File: src/hw/cpu_pkg.sv
package cpu_pkg;

	parameter int DATA_WIDTH = 32;
	parameter int TAG_WIDTH = 5;   // Rename tag
	parameter int PATTERN_WIDTH = 8;
	parameter int ADDR_WIDTH = 14; // Instruction address

	// Register read or common data bus broadcast
	typedef struct packed {
		logic valid;
		logic [TAG_WIDTH-1:0] tag;
		logic [DATA_WIDTH-1:0] data;
	} cdb_t;

	// High when the bus broadcasts the given tag
	function automatic logic tag_match(cdb_t bus, logic [TAG_WIDTH-1:0] tag);
		return bus.valid && bus.tag == tag;
	endfunction

endpackage
File: src/hw/branch_pkg.sv
package branch_pkg;

	typedef enum logic [1:0] {
		CMP_FZ,
		CMP_FLE,
		CMP_EQ,
		CMP_LE
	} cmp_kind_t;

	localparam int IMM_WIDTH = 16;

	// Decoded branch at issue
	typedef struct packed {
		cmp_kind_t cmp_kind;
		logic use_imm;
		logic signed [IMM_WIDTH-1:0] imm;
	} branch_op_t;

	typedef struct packed {
		cmp_kind_t cmp_kind;
		cpu_pkg::cdb_t [1:0] opd;
	} cmp_entry_t;

	typedef struct packed {
		logic failure; // Holds the prediction until resolved
		logic [cpu_pkg::PATTERN_WIDTH-1:0] pattern;
		logic [cpu_pkg::ADDR_WIDTH-1:0] recovery_addr;
	} branch_entry_t;

	// Integer compares use the GPR file and bus
	function automatic logic is_int_kind(cmp_kind_t kind);
		return kind == CMP_EQ || kind == CMP_LE;
	endfunction

endpackage

File: src/hw/branch_unit.sv
module branch_unit #(
	parameter int N_ENTRY = 4
) (
	input logic clk,
	input logic arst_n,
	input logic issue_valid,
	output logic issue_ready,
	input branch_pkg::branch_op_t issue_op,
	input cpu_pkg::cdb_t gpr_read [2],
	input cpu_pkg::cdb_t fpr_read [2],
	input cpu_pkg::cdb_t gpr_cdb,
	input cpu_pkg::cdb_t fpr_cdb,
	input logic prediction,
	input logic [cpu_pkg::PATTERN_WIDTH-1:0] pattern_in,
	input logic [cpu_pkg::ADDR_WIDTH-1:0] recovery_addr_in,
	input logic commit_valid,
	output logic commit_ready,
	output logic failure,
	output logic [cpu_pkg::PATTERN_WIDTH-1:0] pattern_out,
	output logic [cpu_pkg::ADDR_WIDTH-1:0] recovery_addr_out
);
	import branch_pkg::*;

	logic issue_fire;
	logic commit_fire;
	logic dispatch_fire;
	logic [$clog2(N_ENTRY)-1:0] dispatch_index;
	logic head_ready;
	logic cmp_taken;
	cmp_entry_t new_entry;
	cmp_entry_t head;

	branch_ctrl #(.N_ENTRY(N_ENTRY)) u_ctrl (
		.clk(clk),
		.arst_n(arst_n),
		.issue_valid(issue_valid),
		.commit_valid(commit_valid),
		.head_ready(head_ready),
		.issue_ready(issue_ready),
		.commit_ready(commit_ready),
		.issue_fire(issue_fire),
		.commit_fire(commit_fire),
		.dispatch_fire(dispatch_fire),
		.dispatch_index(dispatch_index)
	);

	operand_capture u_capture (
		.issue_op(issue_op),
		.gpr_read(gpr_read),
		.fpr_read(fpr_read),
		.gpr_cdb(gpr_cdb),
		.fpr_cdb(fpr_cdb),
		.new_entry(new_entry)
	);

	compare_station #(.N_ENTRY(N_ENTRY)) u_station (
		.clk(clk),
		.arst_n(arst_n),
		.issue_fire(issue_fire),
		.dispatch_fire(dispatch_fire),
		.new_entry(new_entry),
		.gpr_cdb(gpr_cdb),
		.fpr_cdb(fpr_cdb),
		.head(head),
		.head_ready(head_ready)
	);

	branch_compare u_compare (
		.head(head),
		.cmp_taken(cmp_taken)
	);

	branch_buffer #(.N_ENTRY(N_ENTRY)) u_buffer (
		.clk(clk),
		.arst_n(arst_n),
		.issue_fire(issue_fire),
		.commit_fire(commit_fire),
		.dispatch_fire(dispatch_fire),
		.dispatch_index(dispatch_index),
		.cmp_taken(cmp_taken),
		.prediction(prediction),
		.pattern_in(pattern_in),
		.recovery_addr_in(recovery_addr_in),
		.failure(failure),
		.pattern_out(pattern_out),
		.recovery_addr_out(recovery_addr_out)
	);

endmodule

File: src/hw/branch_ctrl.sv
module branch_ctrl #(
	parameter int N_ENTRY = 4
) (
	input logic clk,
	input logic arst_n,
	input logic issue_valid,
	input logic commit_valid,
	input logic head_ready,
	output logic issue_ready,
	output logic commit_ready,
	output logic issue_fire,
	output logic commit_fire,
	output logic dispatch_fire,
	output logic [$clog2(N_ENTRY)-1:0] dispatch_index
);
	localparam int CW = $clog2(N_ENTRY) + 1;
	localparam int IW = $clog2(N_ENTRY);

	logic [CW-1:0] cmp_count; // Unresolved branches
	logic [CW-1:0] buf_count; // Branches in flight

	// Head branch is resolved when the buffer holds more than the station
	assign commit_ready = buf_count > cmp_count;
	assign commit_fire = commit_valid && commit_ready;

	assign issue_ready = buf_count < CW'(N_ENTRY) || commit_fire;
	assign issue_fire = issue_valid && issue_ready;

	assign dispatch_fire = head_ready;
	// Resolved entries sit ahead of the head compare's slot
	assign dispatch_index = IW'(buf_count - cmp_count - CW'(commit_fire));

	always_ff @(posedge clk or negedge arst_n) begin
		if (!arst_n) begin
			cmp_count <= '0;
			buf_count <= '0;
		end else begin
			cmp_count <= cmp_count - CW'(dispatch_fire) + CW'(issue_fire);
			buf_count <= buf_count - CW'(commit_fire) + CW'(issue_fire);
		end
	end

endmodule

File: src/hw/branch_buffer.sv
module branch_buffer #(
	parameter int N_ENTRY = 4
) (
	input logic clk,
	input logic arst_n,
	input logic issue_fire,
	input logic commit_fire,
	input logic dispatch_fire,
	input logic [$clog2(N_ENTRY)-1:0] dispatch_index,
	input logic cmp_taken,
	input logic prediction,
	input logic [cpu_pkg::PATTERN_WIDTH-1:0] pattern_in,
	input logic [cpu_pkg::ADDR_WIDTH-1:0] recovery_addr_in,
	output logic failure,
	output logic [cpu_pkg::PATTERN_WIDTH-1:0] pattern_out,
	output logic [cpu_pkg::ADDR_WIDTH-1:0] recovery_addr_out
);
	import branch_pkg::*;

	localparam int CW = $clog2(N_ENTRY) + 1;
	localparam int IW = $clog2(N_ENTRY);

	logic [CW-1:0] count;
	logic [CW-1:0] kept;
	branch_entry_t fresh;
	branch_entry_t q [N_ENTRY];
	branch_entry_t shifted [N_ENTRY];
	branch_entry_t moved [N_ENTRY];

	assign fresh = '{failure: prediction, pattern: pattern_in, recovery_addr: recovery_addr_in};

	for (genvar i = 0; i < N_ENTRY; i++) begin : g_shift
		if (i == N_ENTRY - 1) begin : g_last
			assign shifted[i] = q[i];
		end else begin : g_mid
			assign shifted[i] = q[i+1];
		end
	end

	assign kept = count - CW'(commit_fire);

	always_comb begin
		for (int i = 0; i < N_ENTRY; i++) begin
			moved[i] = (i < int'(kept)) ? (commit_fire ? shifted[i] : q[i]) : fresh;
			// A taken compare inverts the stored prediction
			moved[i].failure = moved[i].failure
				^ (dispatch_fire && cmp_taken && dispatch_index == IW'(i));
		end
	end

	always_ff @(posedge clk or negedge arst_n) begin
		if (!arst_n) begin
			count <= '0;
		end else begin
			count <= kept + CW'(issue_fire);
		end
	end

	always_ff @(posedge clk) begin
		q <= moved;
	end

	assign failure = q[0].failure; // Meaningful once resolved
	assign pattern_out = q[0].pattern;
	assign recovery_addr_out = q[0].recovery_addr;

endmodule

File: src/hw/branch_compare.sv
module branch_compare (
	input branch_pkg::cmp_entry_t head,
	output logic cmp_taken
);
	import cpu_pkg::*;
	import branch_pkg::*;

	localparam int SIGN = DATA_WIDTH - 1;

	logic [DATA_WIDTH-1:0] a;
	logic [DATA_WIDTH-1:0] b;
	logic both_zero;
	logic fle;

	assign a = head.opd[0].data;
	assign b = head.opd[1].data;

	// Sign-magnitude order, +0 equals -0
	assign both_zero = a[SIGN-1:0] == '0 && b[SIGN-1:0] == '0;

	always_comb begin
		case ({a[SIGN], b[SIGN]})
			2'b00: fle = a[SIGN-1:0] <= b[SIGN-1:0];
			2'b11: fle = a[SIGN-1:0] >= b[SIGN-1:0];
			2'b10: fle = 1'b1;
			default: fle = both_zero;
		endcase
	end

	always_comb begin
		unique case (head.cmp_kind)
			CMP_FZ: cmp_taken = a[30:23] == '0; // Exponent field
			CMP_FLE: cmp_taken = fle;
			CMP_EQ: cmp_taken = a == b;
			default: cmp_taken = $signed(a) <= $signed(b);
		endcase
	end

endmodule

File: src/hw/compare_station.sv
module compare_station #(
	parameter int N_ENTRY = 4
) (
	input logic clk,
	input logic arst_n,
	input logic issue_fire,
	input logic dispatch_fire,
	input branch_pkg::cmp_entry_t new_entry,
	input cpu_pkg::cdb_t gpr_cdb,
	input cpu_pkg::cdb_t fpr_cdb,
	output branch_pkg::cmp_entry_t head,
	output logic head_ready
);
	import cpu_pkg::*;
	import branch_pkg::*;

	localparam int CW = $clog2(N_ENTRY) + 1;

	logic [CW-1:0] count;
	logic [CW-1:0] kept;     // Entries that stay after a dispatch
	cmp_entry_t q [N_ENTRY];
	cmp_entry_t snooped [N_ENTRY];
	cmp_entry_t shifted [N_ENTRY];

	for (genvar i = 0; i < N_ENTRY; i++) begin : g_entry
		cdb_t bus;
		cmp_entry_t upd;

		assign bus = is_int_kind(q[i].cmp_kind) ? gpr_cdb : fpr_cdb;

		always_comb begin
			upd = q[i];
			for (int j = 0; j < 2; j++) begin
				if (!q[i].opd[j].valid && tag_match(bus, q[i].opd[j].tag)) begin
					upd.opd[j].valid = 1'b1;
					upd.opd[j].data = bus.data;
				end
			end
		end

		assign snooped[i] = upd;

		if (i == N_ENTRY - 1) begin : g_last
			assign shifted[i] = upd;
		end else begin : g_mid
			assign shifted[i] = snooped[i+1];
		end
	end

	assign kept = count - CW'(dispatch_fire);

	always_ff @(posedge clk or negedge arst_n) begin
		if (!arst_n) begin
			count <= '0;
		end else begin
			count <= kept + CW'(issue_fire);
		end
	end

	always_ff @(posedge clk) begin
		for (int i = 0; i < N_ENTRY; i++) begin
			if (i < int'(kept)) begin
				q[i] <= dispatch_fire ? shifted[i] : snooped[i];
			end else begin
				q[i] <= new_entry; // Free slots load the incoming compare
			end
		end
	end

	assign head = q[0];
	// FZ reads operand 0 only
	assign head_ready = count != '0 && q[0].opd[0].valid
		&& (q[0].cmp_kind == CMP_FZ || q[0].opd[1].valid);

endmodule

File: src/hw/operand_capture.sv
module operand_capture (
	input branch_pkg::branch_op_t issue_op,
	input cpu_pkg::cdb_t gpr_read [2],
	input cpu_pkg::cdb_t fpr_read [2],
	input cpu_pkg::cdb_t gpr_cdb,
	input cpu_pkg::cdb_t fpr_cdb,
	output branch_pkg::cmp_entry_t new_entry
);
	import cpu_pkg::*;
	import branch_pkg::*;

	logic int_kind;
	cdb_t bus;
	cdb_t rd;

	assign int_kind = is_int_kind(issue_op.cmp_kind);
	assign bus = int_kind ? gpr_cdb : fpr_cdb;

	always_comb begin
		new_entry.cmp_kind = issue_op.cmp_kind;
		rd = '0;
		for (int j = 0; j < 2; j++) begin
			rd = int_kind ? gpr_read[j] : fpr_read[j];
			new_entry.opd[j] = rd;
			// Producer broadcasts in the issue cycle itself
			if (!rd.valid && tag_match(bus, rd.tag)) begin
				new_entry.opd[j].valid = 1'b1;
				new_entry.opd[j].data = bus.data;
			end
		end
		if (int_kind && issue_op.use_imm) begin
			new_entry.opd[1].valid = 1'b1;
			new_entry.opd[1].data = DATA_WIDTH'($signed(issue_op.imm)); // Sign extended
		end
	end

endmodule

File: config.mk
export PLATFORM = sky130hd
export DESIGN_NAME = branch_unit
export DESIGN_NICKNAME = d
export VERILOG_FILES = /design/src/hw/cpu_pkg.sv /design/src/hw/branch_pkg.sv /design/src/hw/branch_unit.sv /design/src/hw/branch_ctrl.sv /design/src/hw/branch_buffer.sv /design/src/hw/branch_compare.sv /design/src/hw/compare_station.sv /design/src/hw/operand_capture.sv
export SDC_FILE = /design/constraint.sdc
export NUM_CORES = 1
export LEC_CHECK = 0
export BUFFER_PORTS_ARGS = -buffer_cell sky130_fd_sc_hd__clkbuf_2
export CORE_MARGIN = 2
export CORE_UTILIZATION = 50
export DETAILED_ROUTE_END_ITERATION = 12
export GPL_TIMING_DRIVEN = 0
export PLACE_DENSITY_LB_ADDON = 0.3
export SETUP_SLACK_MARGIN = 0.5
export SYNTH_ARGS = -nofsm -noshare
export SYNTH_HDL_FRONTEND = slang
export SYNTH_SLANG_ARGS = --single-unit
File: constraint.sdc
create_clock -name clk -period 13.4 [get_ports clk]
set_clock_uncertainty 0.2 [all_clocks]
set_input_delay 2.01 -clock clk [delete_from_list [all_inputs] [get_ports clk]]
set_output_delay 2.01 -clock clk [all_outputs]
set_load 0.01 [all_outputs]
* Yosys cells after proc, flatten, opt, wreduce, memory -nomap -nowiden
Memories as Yosys holds them, arrays and structs flattened.
Cells that the tools add are included.
** Word-level totals
- Register bits after elaboration :: 104
- Bits in latches :: 0
- Memory bits (writable) :: 312
- Bits in read-only memories :: 0
- Input port bits :: 274
- Output and inout port bits :: 25
- Word-level logic and storage cells :: 190
- Memories kept :: 1
** Cells by class
- Add/sub/neg operators :: 10
- Multipliers :: 0
- Div/mod/pow operators :: 0
- Order comparisons :: 13
- Eq/ne operators :: 30
- Shift-type cells :: 0
- Mux-type cells :: 57
- Bitwise gates (word level) :: 8
- Reductions and logical operators :: 55
** Memory list
- u_station.q :: depth 4, width 78, rd ports 4, clocked after memory_dff 0, write ports 4, line compare_station.sv:21 : cmp_entry_t q [N_ENTRY];
** Operators with widths (count)
- 78-bit 2-to-1 mux :: 7
- 32-bit 2-to-1 mux :: 11
- 38-bit 2-to-1 mux :: 7
- 23-bit 2-to-1 mux :: 7
- 31-bit logical NOT :: 2
- 5-bit == test :: 10
- 32-bit == test :: 1
- 32-bit less-or-equal comparator :: 1
- 31-bit >= comparator :: 1
- 31-bit less-or-equal comparator :: 1
- 1-bit logical AND :: 31
- 2-bit == test, second input constant :: 14
- 1-bit 2-to-1 mux :: 23
- 3-bit by 1-bit adder with 3-bit output :: 4
- 1-bit by 3-bit < comparator with 1-bit output, first input constant :: 4
- 2-bit by 3-bit < comparator with 1-bit output, first input constant :: 4
- 3-bit by 1-bit subtractor with 3-bit output :: 4
- 1-bit logical NOT :: 10
- 8-bit logical NOT :: 1
- 1-bit logical OR :: 7
- 2-bit logical NOT :: 3
- 2-bit by 1-bit inequality test with 1-bit output, second input constant :: 3
- 1-bit one-hot mux with 3 select lines :: 2
- 2-bit by 1-bit == test with 1-bit output, second input constant :: 2
- 7 further kinds :: 13

* Logic depth before layout (Yosys ltp)
Gate-level depths: netlist of the first run.
- Depth in word-level cells :: 9
- Gate-level depth with buffers :: 18
- Depth with buffers taken out :: 15

* Modules after synthesis
A second synthesis of the first run with hierarchy kept.
** Unflattened totals
- Cell total of the unflattened synthesis :: 2794
- Area, all modules :: 26654.3 um^2
** Modules (own cells, without submodules)
- compare_station :: instances 1, cells an instance 1956, area each 18629.1 um^2, sequential area each 7442.1 um^2
- branch_buffer :: instances 1, cells an instance 370, area each 4176.5 um^2, sequential area each 2797.7 um^2
- operand_capture :: instances 1, cells an instance 272, area each 2269.7 um^2, sequential area each 0.0 um^2
- branch_compare :: instances 1, cells an instance 150, area each 1081.0 um^2, sequential area each 0.0 um^2
- branch_ctrl :: instances 1, cells an instance 46, area each 498.0 um^2, sequential area each 150.1 um^2

* Worst setup path before layout of the first run
Ideal clock, no wire load.
- Path kind :: input-to-reg
- Start :: input port commit_valid
- End :: register u_buffer.q (netlist bit u_buffer.pattern_out[0]), enable pin
- Setup time :: 379 ps
- Data arrival time :: 5926 ps
- Data required time :: 12821 ps
- Path slack :: 6895 ps
- Cell stages on the path :: 12
- Buffers on the path :: 4
- Path through :: nand2_1 > clkbuf_1 > clkbuf_1 > inv_1 > ha_1 > ha_1 > xnor2_1 > and2_1 > clkbuf_1 > nand2_1 > clkbuf_1 > nand2_1
** On the way
- Cells in the longest elaborated chain, start to end :: 4
** RTL lines
- from (decl) :: line branch_unit.sv:16 : input logic commit_valid,
- 1-bit logical AND * :: line branch_ctrl.sv:24 : assign commit_fire = commit_valid && commit_ready;
- 3-bit by 1-bit subtractor with 3-bit output :: line branch_buffer.sv:40 : assign kept = count - CW'(commit_fire);
- 1-bit by 3-bit < comparator with 1-bit output :: line branch_buffer.sv:44 : moved[i] = (i < int'(kept)) ? (commit_fire ? shifted[i] : q[i]) : fresh;
- 2-bit by 1-bit inequality test with 1-bit output (no source line) *
- to (signal assigned) :: line branch_buffer.sv:60 : q <= moved;
- to (decl) :: line branch_buffer.sv:26 : branch_entry_t q [N_ENTRY];
Every way passes the cells marked *; elsewhere a longest branch is shown, timed or not.
A chain may end at the register's enable or synchronous reset.

==> flow_metrics.py, run 1 <==
metrics = {
    "status": {
        "status": "complete, no violations",
    },
    "synthesis": {
        "syn_avg_cell_area_um2": 10.2,
        "synth_area_leaders": "edfxtp_1 (24%), dfxtp_1 (16%), mux2i_1 (15%)",
        "synth_edf_count": 200,
        "yosys-top-cells-count": "mux2i_1 (387), nand2_1 (320), o21ai_0 (258), dfxtp_1 (204), edfxtp_1 (200)",
        "ys.flop_type": "dfxtp_1",
        "ys_types": 72,
        "ys_seq_area_share_pct": 41.3,
        "ys_ff_latch": 416,
        "synthCells": 2476,
        "yosysMostFrequentCell": "mux2i_1",
        "synth_nets": 2805,
        "async_flop_share_pct": 2.88,
        "synth_top_area_cell": "edfxtp_1",
        "syn_area_um2": 25200,
        "yosysTopAreaCellShare_pct": 23.9,
        "yosys_warnings": 0,
    },
    "detailed_routing": {
        "vias_per_cell": 6.16,
        "drc": 0,
        "firstDrtPassIters": 6,
        "routedWlPerCell_um": 24.2,
        "antenna_left": 0,
        "via_count": 21700,
        "drt-total-wl_mm": 85.5,
        "drtIter0Drc": 2294,
    },
    "cts": {
        "cts_tree": "built",
        "clk_latency_ns": 0.60,
        "cts_buffer_depth": 3,
        "cts.clk_slew.worst_paths_ns": 0.06,
        "cts_root_buf": "clkbuf_16",
        "post_cts_resized": 0,
        "postCtsSetupRepairBufs": 0,
        "h-tree-depth": 2,
        "cts_made_buffers": 47,
        "clkSinkCount": 416,
        "holdBufCountCts": 0,
    },
    "worst_setup_path": {
        "endpoint_kind": "register",
        "crit_type": "register to register",
        "cp_num_buf_inv": 6,
        "critical_path_arrival_ns": 6.83,
        "worstPathRequired_ns": 13.62,
        "setup.worst_path.start_class": "register",
        "crit_path_cell_trace": "buf_2 -> o21bai_1 -> nand3_1 -> inv_1 -> clkbuf_1 -> clkbuf_1 -> ha_1 -> ha_1 -> xnor2_1 -> nand2_1 -> nand2_1 -> a21o_1 -> clkbuf_1 -> buf_1 -> o221ai_1",
        "cp_max_fo": 21,
        "crit_family": "buffers and inverters",
        "slowest_delay_ns": 1.02,
        "crit_slowest_cell": "buf_1",
        "worst_path_most_repeated_cell": "clkbuf_1",
    },
    "timing": {
        "setup_viol": 0,
        "slew_headroom_pct": 10.1,
        "final_max_slew_viol_count": 0,
        "worst_pin_slew_ns": 1.35,
        "period_needed_ns": 6.60,
        "hold_viol": 0,
        "rsz0062_at_grt": "false",
        "timing.final.crit_share_pct": 49.3,
        "setup-tns-final_ns": 0,
        "fmax_mhz": 151,
    },
    "die": {
        "initial_core_util_pct": 50.4,
        "die_w_um": 228,
        "dieArea_um2": 52100,
        "rows": 82,
        "io_pins": 299,
        "die-height_um": 228,
        "coreArea_um2": 50000,
    },
    "placed_design": {
        "placed_cell_area_um2": 27600,
        "gp_congestion": 0.968,
        "dp_hpwl_mm": 63.2,
        "io_buffers": 290,
    },
    "power_and_ir_drop": {
        "power.density_cell_area_nw_per_um2": 287,
        "p_leak_nw": 12.8,
        "seqPwrFrac_pct": 31.3,
        "clkPwrFrac_pct": 14.5,
        "switchingPower_w": 0.00370,
        "p_comb_share_pct": 54.2,
        "sw_frac_of_total_pct": 44.5,
        "irDropWorstVdd_mv": 0.195,
        "intPower_w": 0.00461,
    },
    "finish": {
        "finalInstanceArea_um2": 29000,
        "final_layout_size_suffix_gt1_share_pct": 23.6,
        "syn2layout_area_growth_pct": 15.0,
        "nets": 3148,
        "insertedDiodeCount": 0,
    },
    "global_routing": {
        "globalRouteOverflowTotal": 0,
        "grt_pass1_wl_mm": 129,
        "grt_pass1_vias": 21900,
        "grt.total_usage_pct": 32.1,
        "antenna_found_initial": 0,
        "grt_start_max_net_pins": 23,
    },
    "job": {
        "cap_violations": 0,
    },
    "min_path": {
        "hp-class": "register to register",
    },
}
-- final cells by class --
class | instances | area (um2)
buffer | 209 | 1090
clock buffer | 63 | 1250
clock inverter | 25 | 146
fill | 4312 | 21000
inverter | 74 | 278
multi-input combinational | 1777 | 13400
sequential | 416 | 10400
tap | 672 | 841
timing repair buffer | 294 | 1520
-- per-stage QoR --
stage	hold slack, ns	power, W	cells	setup slack, ns	utilization, %
floorplan	0.272	0.00554	2476	6.90	-
global placement	0.291	0.00676	3438	5.57	55.0
detailed placement	0.299	0.00699	3442	6.64	55.2
CTS	0.310	0.00821	3530	6.96	57.9
global route	0.344	0.00876	3530	6.67	57.9
finish	0.303	0.00832	3530	6.80	57.9
-- worst register-to-register path: cells and delay by family, from the launching register on --
kind / cells / cell delay [ns]
buffers and inverters: 6 / 3.26
AND/OR/NAND/NOR: 3 / 1.03
AO/OA/AOI/OAI: 3 / 0.67
XOR/XNOR: 1 / 0.46
adder cells (fa/ha/maj): 2 / 0.46
flip-flops: 1 / 0.36
-- cells by family (layout without fill, tap and decap cells) --
family / Yosys count / count (layout) / synth area share (%)
multiplexers: 585 / 585 / 25.8
AND/OR/NAND/NOR: 538 / 538 / 9.04
AO/OA/AOI/OAI: 520 / 520 / 12.8
flip-flops: 416 / 416 / 41.3
buffers and inverters: 283 / 665 / 5.44
XOR/XNOR: 79 / 79 / 2.75
adder cells (fa/ha/maj): 55 / 55 / 2.82
-- routing by layer --
metal  wire, um  track usage [%]  vias up
met1      33700             40.6    10600
li1           -                -     9672
met5          0                0        -
met3       7340             5.60      275
met2      40200             53.2     1202
met4       4250             16.1        0
-- final timing paths --
kind	start	end	slack, ns	depth (start not counted)
worst max register to register	u_station.q[0][77]	u_station.q[2][30]	6.80	15
worst min register to register	u_ctrl.buf_count[2]	u_ctrl.buf_count[2]	0.30	1
min in group asynchronous	arst_n	u_station.count[2]	1.09	1
max in group asynchronous	arst_n	u_ctrl.cmp_count[1]	11.66	1
worst min-delay path	u_ctrl.buf_count[2]	u_ctrl.buf_count[2]	0.30	1
worst max-delay path	u_station.q[0][77]	u_station.q[2][30]	6.80	15
-- flip-flops by register name (all words and copies together) (netlist names) --
signal	flops
u_buffer.recovery_addr_out	14
u_buffer.count	3
u_buffer.pattern_out	8
u_ctrl.cmp_count	3
u_ctrl.buf_count	3
u_station.count	3
u_station.q	312
u_buffer.q	69
u_buffer.failure	1
-- power groups by stage --
stage	Clock [W]	Sequential (W)	Combinational (W)
final	0.00121	0.00260	0.00450
after global routing	0.00126	0.00266	0.00485
after CTS	0.00121	0.00260	0.00440
after detailed placement	0	0.00261	0.00438
after global placement	0	0.00262	0.00415
after floorplan	0	0.00253	0.00302
-- layout by cell type (no fill, tap or decap), types with 38 or more instances in the layout --
master and count:
buf_4 38, clkbuf_1 131, clkbuf_16 47, clkbuf_2 291, dfxtp_1 204, edfxtp_1 200, ha_1 52, inv_1 73
mux2_2 159, mux2i_1 387, nand2_1 320, nand3_1 40, nor2_1 110, o21ai_0 255, o21ai_1 62, xnor2_1 59
Note: power is estimated with default switching activity, not from simulation.
==> inputs of run 2 (changes only) <==
- clock period: 13.4 -> 6.1 ns (I/O delays scaled with it)
==> run 2 against run 1 <==
Clock power up 150%. Design area is 0.85% higher. Maximum frequency grew 23%. Largest cell class unchanged.
==> flow_metrics.py, run 2 (synthesis results as in run 1) <==
metrics = {
    "status": {
        "status": "complete, no violations",
    },
    "cts": {
        "cts_buffer_depth": 3,
        "clk_latency_ns": 0.60,
        "cts_root_buf": "clkbuf_16",
        "postCtsSetupRepairBufs": 0,
        "h-tree-depth": 2,
        "clkSinkCount": 416,
        "holdBufCountCts": 0,
        "cts.clk_slew.worst_paths_ns": 0.06,
        "cts_made_buffers": 47,
        "cts_tree": "built",
    },
    "worst_setup_path": {
        "setup.worst_path.start_class": "register",
        "worst_r2r_path_depth": 15,
        "slowest_delay_ns": 0.51,
        "r2r-end": "u_station.q[0][67]",
        "crit_type": "register to register",
        "r2r_slack_ns": 0.71,
        "worstPathRequired_ns": 6.28,
        "worst_path_most_repeated_cell": "clkbuf_1",
        "critical_path_arrival_ns": 5.57,
        "r2r-start": "u_station.q[0][77]",
        "crit_slowest_cell": "clkbuf_1",
        "endpoint_kind": "register",
        "crit_path_cell_trace": "buf_2 -> o21bai_1 -> nand3_1 -> inv_1 -> clkbuf_1 -> clkbuf_2 -> ha_1 -> ha_1 -> xnor2_2 -> and2_1 -> clkbuf_1 -> nand2_1 -> clkbuf_2 -> clkbuf_1 -> o21ai_0",
        "cp_max_fo": 11,
    },
    "die": {
        "coreArea_um2": 50000,
        "die_w_um": 228,
        "initial_core_util_pct": 50.4,
        "rows": 82,
        "die-height_um": 228,
        "dieArea_um2": 52100,
        "io_pins": 299,
    },
    "finish": {
        "final_layout_size_suffix_gt1_share_pct": 24.5,
        "insertedDiodeCount": 0,
        "final_cell_mix": "mux2i_1 (387), nand2_1 (317), clkbuf_2 (299)",
        "final.fill_count": 4194,
        "largest_reg_flops": 312,
        "nets": 3147,
        "stdcell_count": 3528,
        "max_flop_register": "u_station.q",
        "layout_commonest_cell": "mux2i_1",
        "utilization_pct": 58.4,
        "syn2layout_area_growth_pct": 16.0,
    },
    "power_and_ir_drop": {
        "power.density_cell_area_nw_per_um2": 639,
        "power_w": 0.0187,
        "p_leak_nw": 12.9,
        "irDropWorstVdd_mv": 0.464,
    },
    "detailed_routing": {
        "vias_per_cell": 6.15,
        "routedWlPerCell_um": 24.3,
        "antenna_left": 0,
        "via_count": 21700,
        "drc": 0,
        "firstDrtPassIters": 5,
        "drt-total-wl_mm": 85.7,
        "drtIter0Drc": 2293,
    },
    "global_routing": {
        "met1_usage_pct": 40.1,
        "grt_pass1_wl_mm": 128,
        "grt_use_met2_pct": 52.5,
        "antenna_found_initial": 0,
        "globalRouteOverflowTotal": 0,
        "grt.busiest_layer": "met2",
        "grt_use_met3_pct": 5.59,
        "grt_pass1_vias": 21600,
        "grt_start_max_net_pins": 25,
        "grt.total_usage_pct": 31.9,
    },
    "placed_design": {
        "placed_cells": 3440,
        "dp_hpwl_mm": 62.6,
        "io_buffers": 290,
        "gp_congestion": 0.990,
        "dpl_worst_slack_ns": -0.117,
    },
    "timing": {
        "slew_headroom_pct": 6.74,
        "rsz0062_at_grt": "false",
        "fmax_mhz": 186,
        "setup-tns-final_ns": 0,
        "hold_viol": 0,
        "setup_viol": 0,
        "timing.final.crit_share_pct": 88.3,
        "final_max_slew_viol_count": 0,
        "period_needed_ns": 5.39,
        "worst_slack_ns": 0.713,
        "worst_pin_slew_ns": 1.40,
    },
    "min_path": {
        "hp-class": "primary input to async pin",
    },
    "job": {
        "cap_violations": 0,
    },
}
run 2: where the power goes:
part | total (W) | internal [W] | leakage [nW] | switching [W]
Combinational | 0.00995 | 0.00360 | 8.28 | 0.00635
Clock | 0.00299 | 0.00176 | 0.799 | 0.00123
Sequential | 0.00573 | 0.00509 | 3.82 | 0.000635
Total | 0.0187 | 0.0105 | 12.9 | 0.00822
run 2: what timing repair did:
action | 4_1_cts | 5_1_grt
gates resized for setup | 10 | 13
pin swaps | 1 | 0
cloned | 1 | 0
endpoints found under the setup margin | 198 | 230
run 2: worst max-delay path: cells and delay by family, from the launching register on:
family                     cells  cell delay, ns
and+or+nand+nor                3            0.86
adders and majority gates      2            0.40
AOI/OAI and AO/OA              2            0.54
DFF                            1            0.35
buffers and inverters          7            2.56
xor gates and xnor gates       1            0.25
run 2: layout make-up:
class	count	area [um2]	share of cell area (%)
flip-flops and latches	416	10400	35.6
inverters	74	278	0.951
multi-input cells	1778	13500	46.2
clock buffers	64	1390	4.74
clock inverters	23	224	0.767
repair buffers	292	1490	5.11
well taps	672	841	2.88
plain buffers	209	1100	3.78
run 2: routing by layer:
metal | vias to the layer above | wire length (um)
met5 | - | 0
met4 | 0 | 4740
met3 | 263 | 7600
met2 | 1203 | 39700
met1 | 10500 | 33600
li1 | 9700 | -
run 2: metrics by stage:
step,area (um2),hold slack (ns)
floorplan,25200,0.272
global placement,27500,0.289
detailed placement,27500,0.310
CTS,29200,0.00716
global route,29200,0.0372
finish,29200,0.00801
run 2: worst max-delay path by stage:
stage | start | end | cells after the start
6_report | u_station.q[0][77] | u_station.q[0][67] | 15
5_1_grt | u_station.q[0][77] | u_station.q[2][37] | 15
4_1_cts | u_ctrl.buf_count[1] | u_buffer.recovery_addr_out[4] | 16
3_5_place_dp | u_ctrl.buf_count[1] | u_buffer.recovery_addr_out[4] | 16
3_3_place_gp | u_station.q[0][77] | u_station.q[0][19] | 14
2_1_floorplan | u_ctrl.buf_count[1] | u_buffer.pattern_out[0] | 16
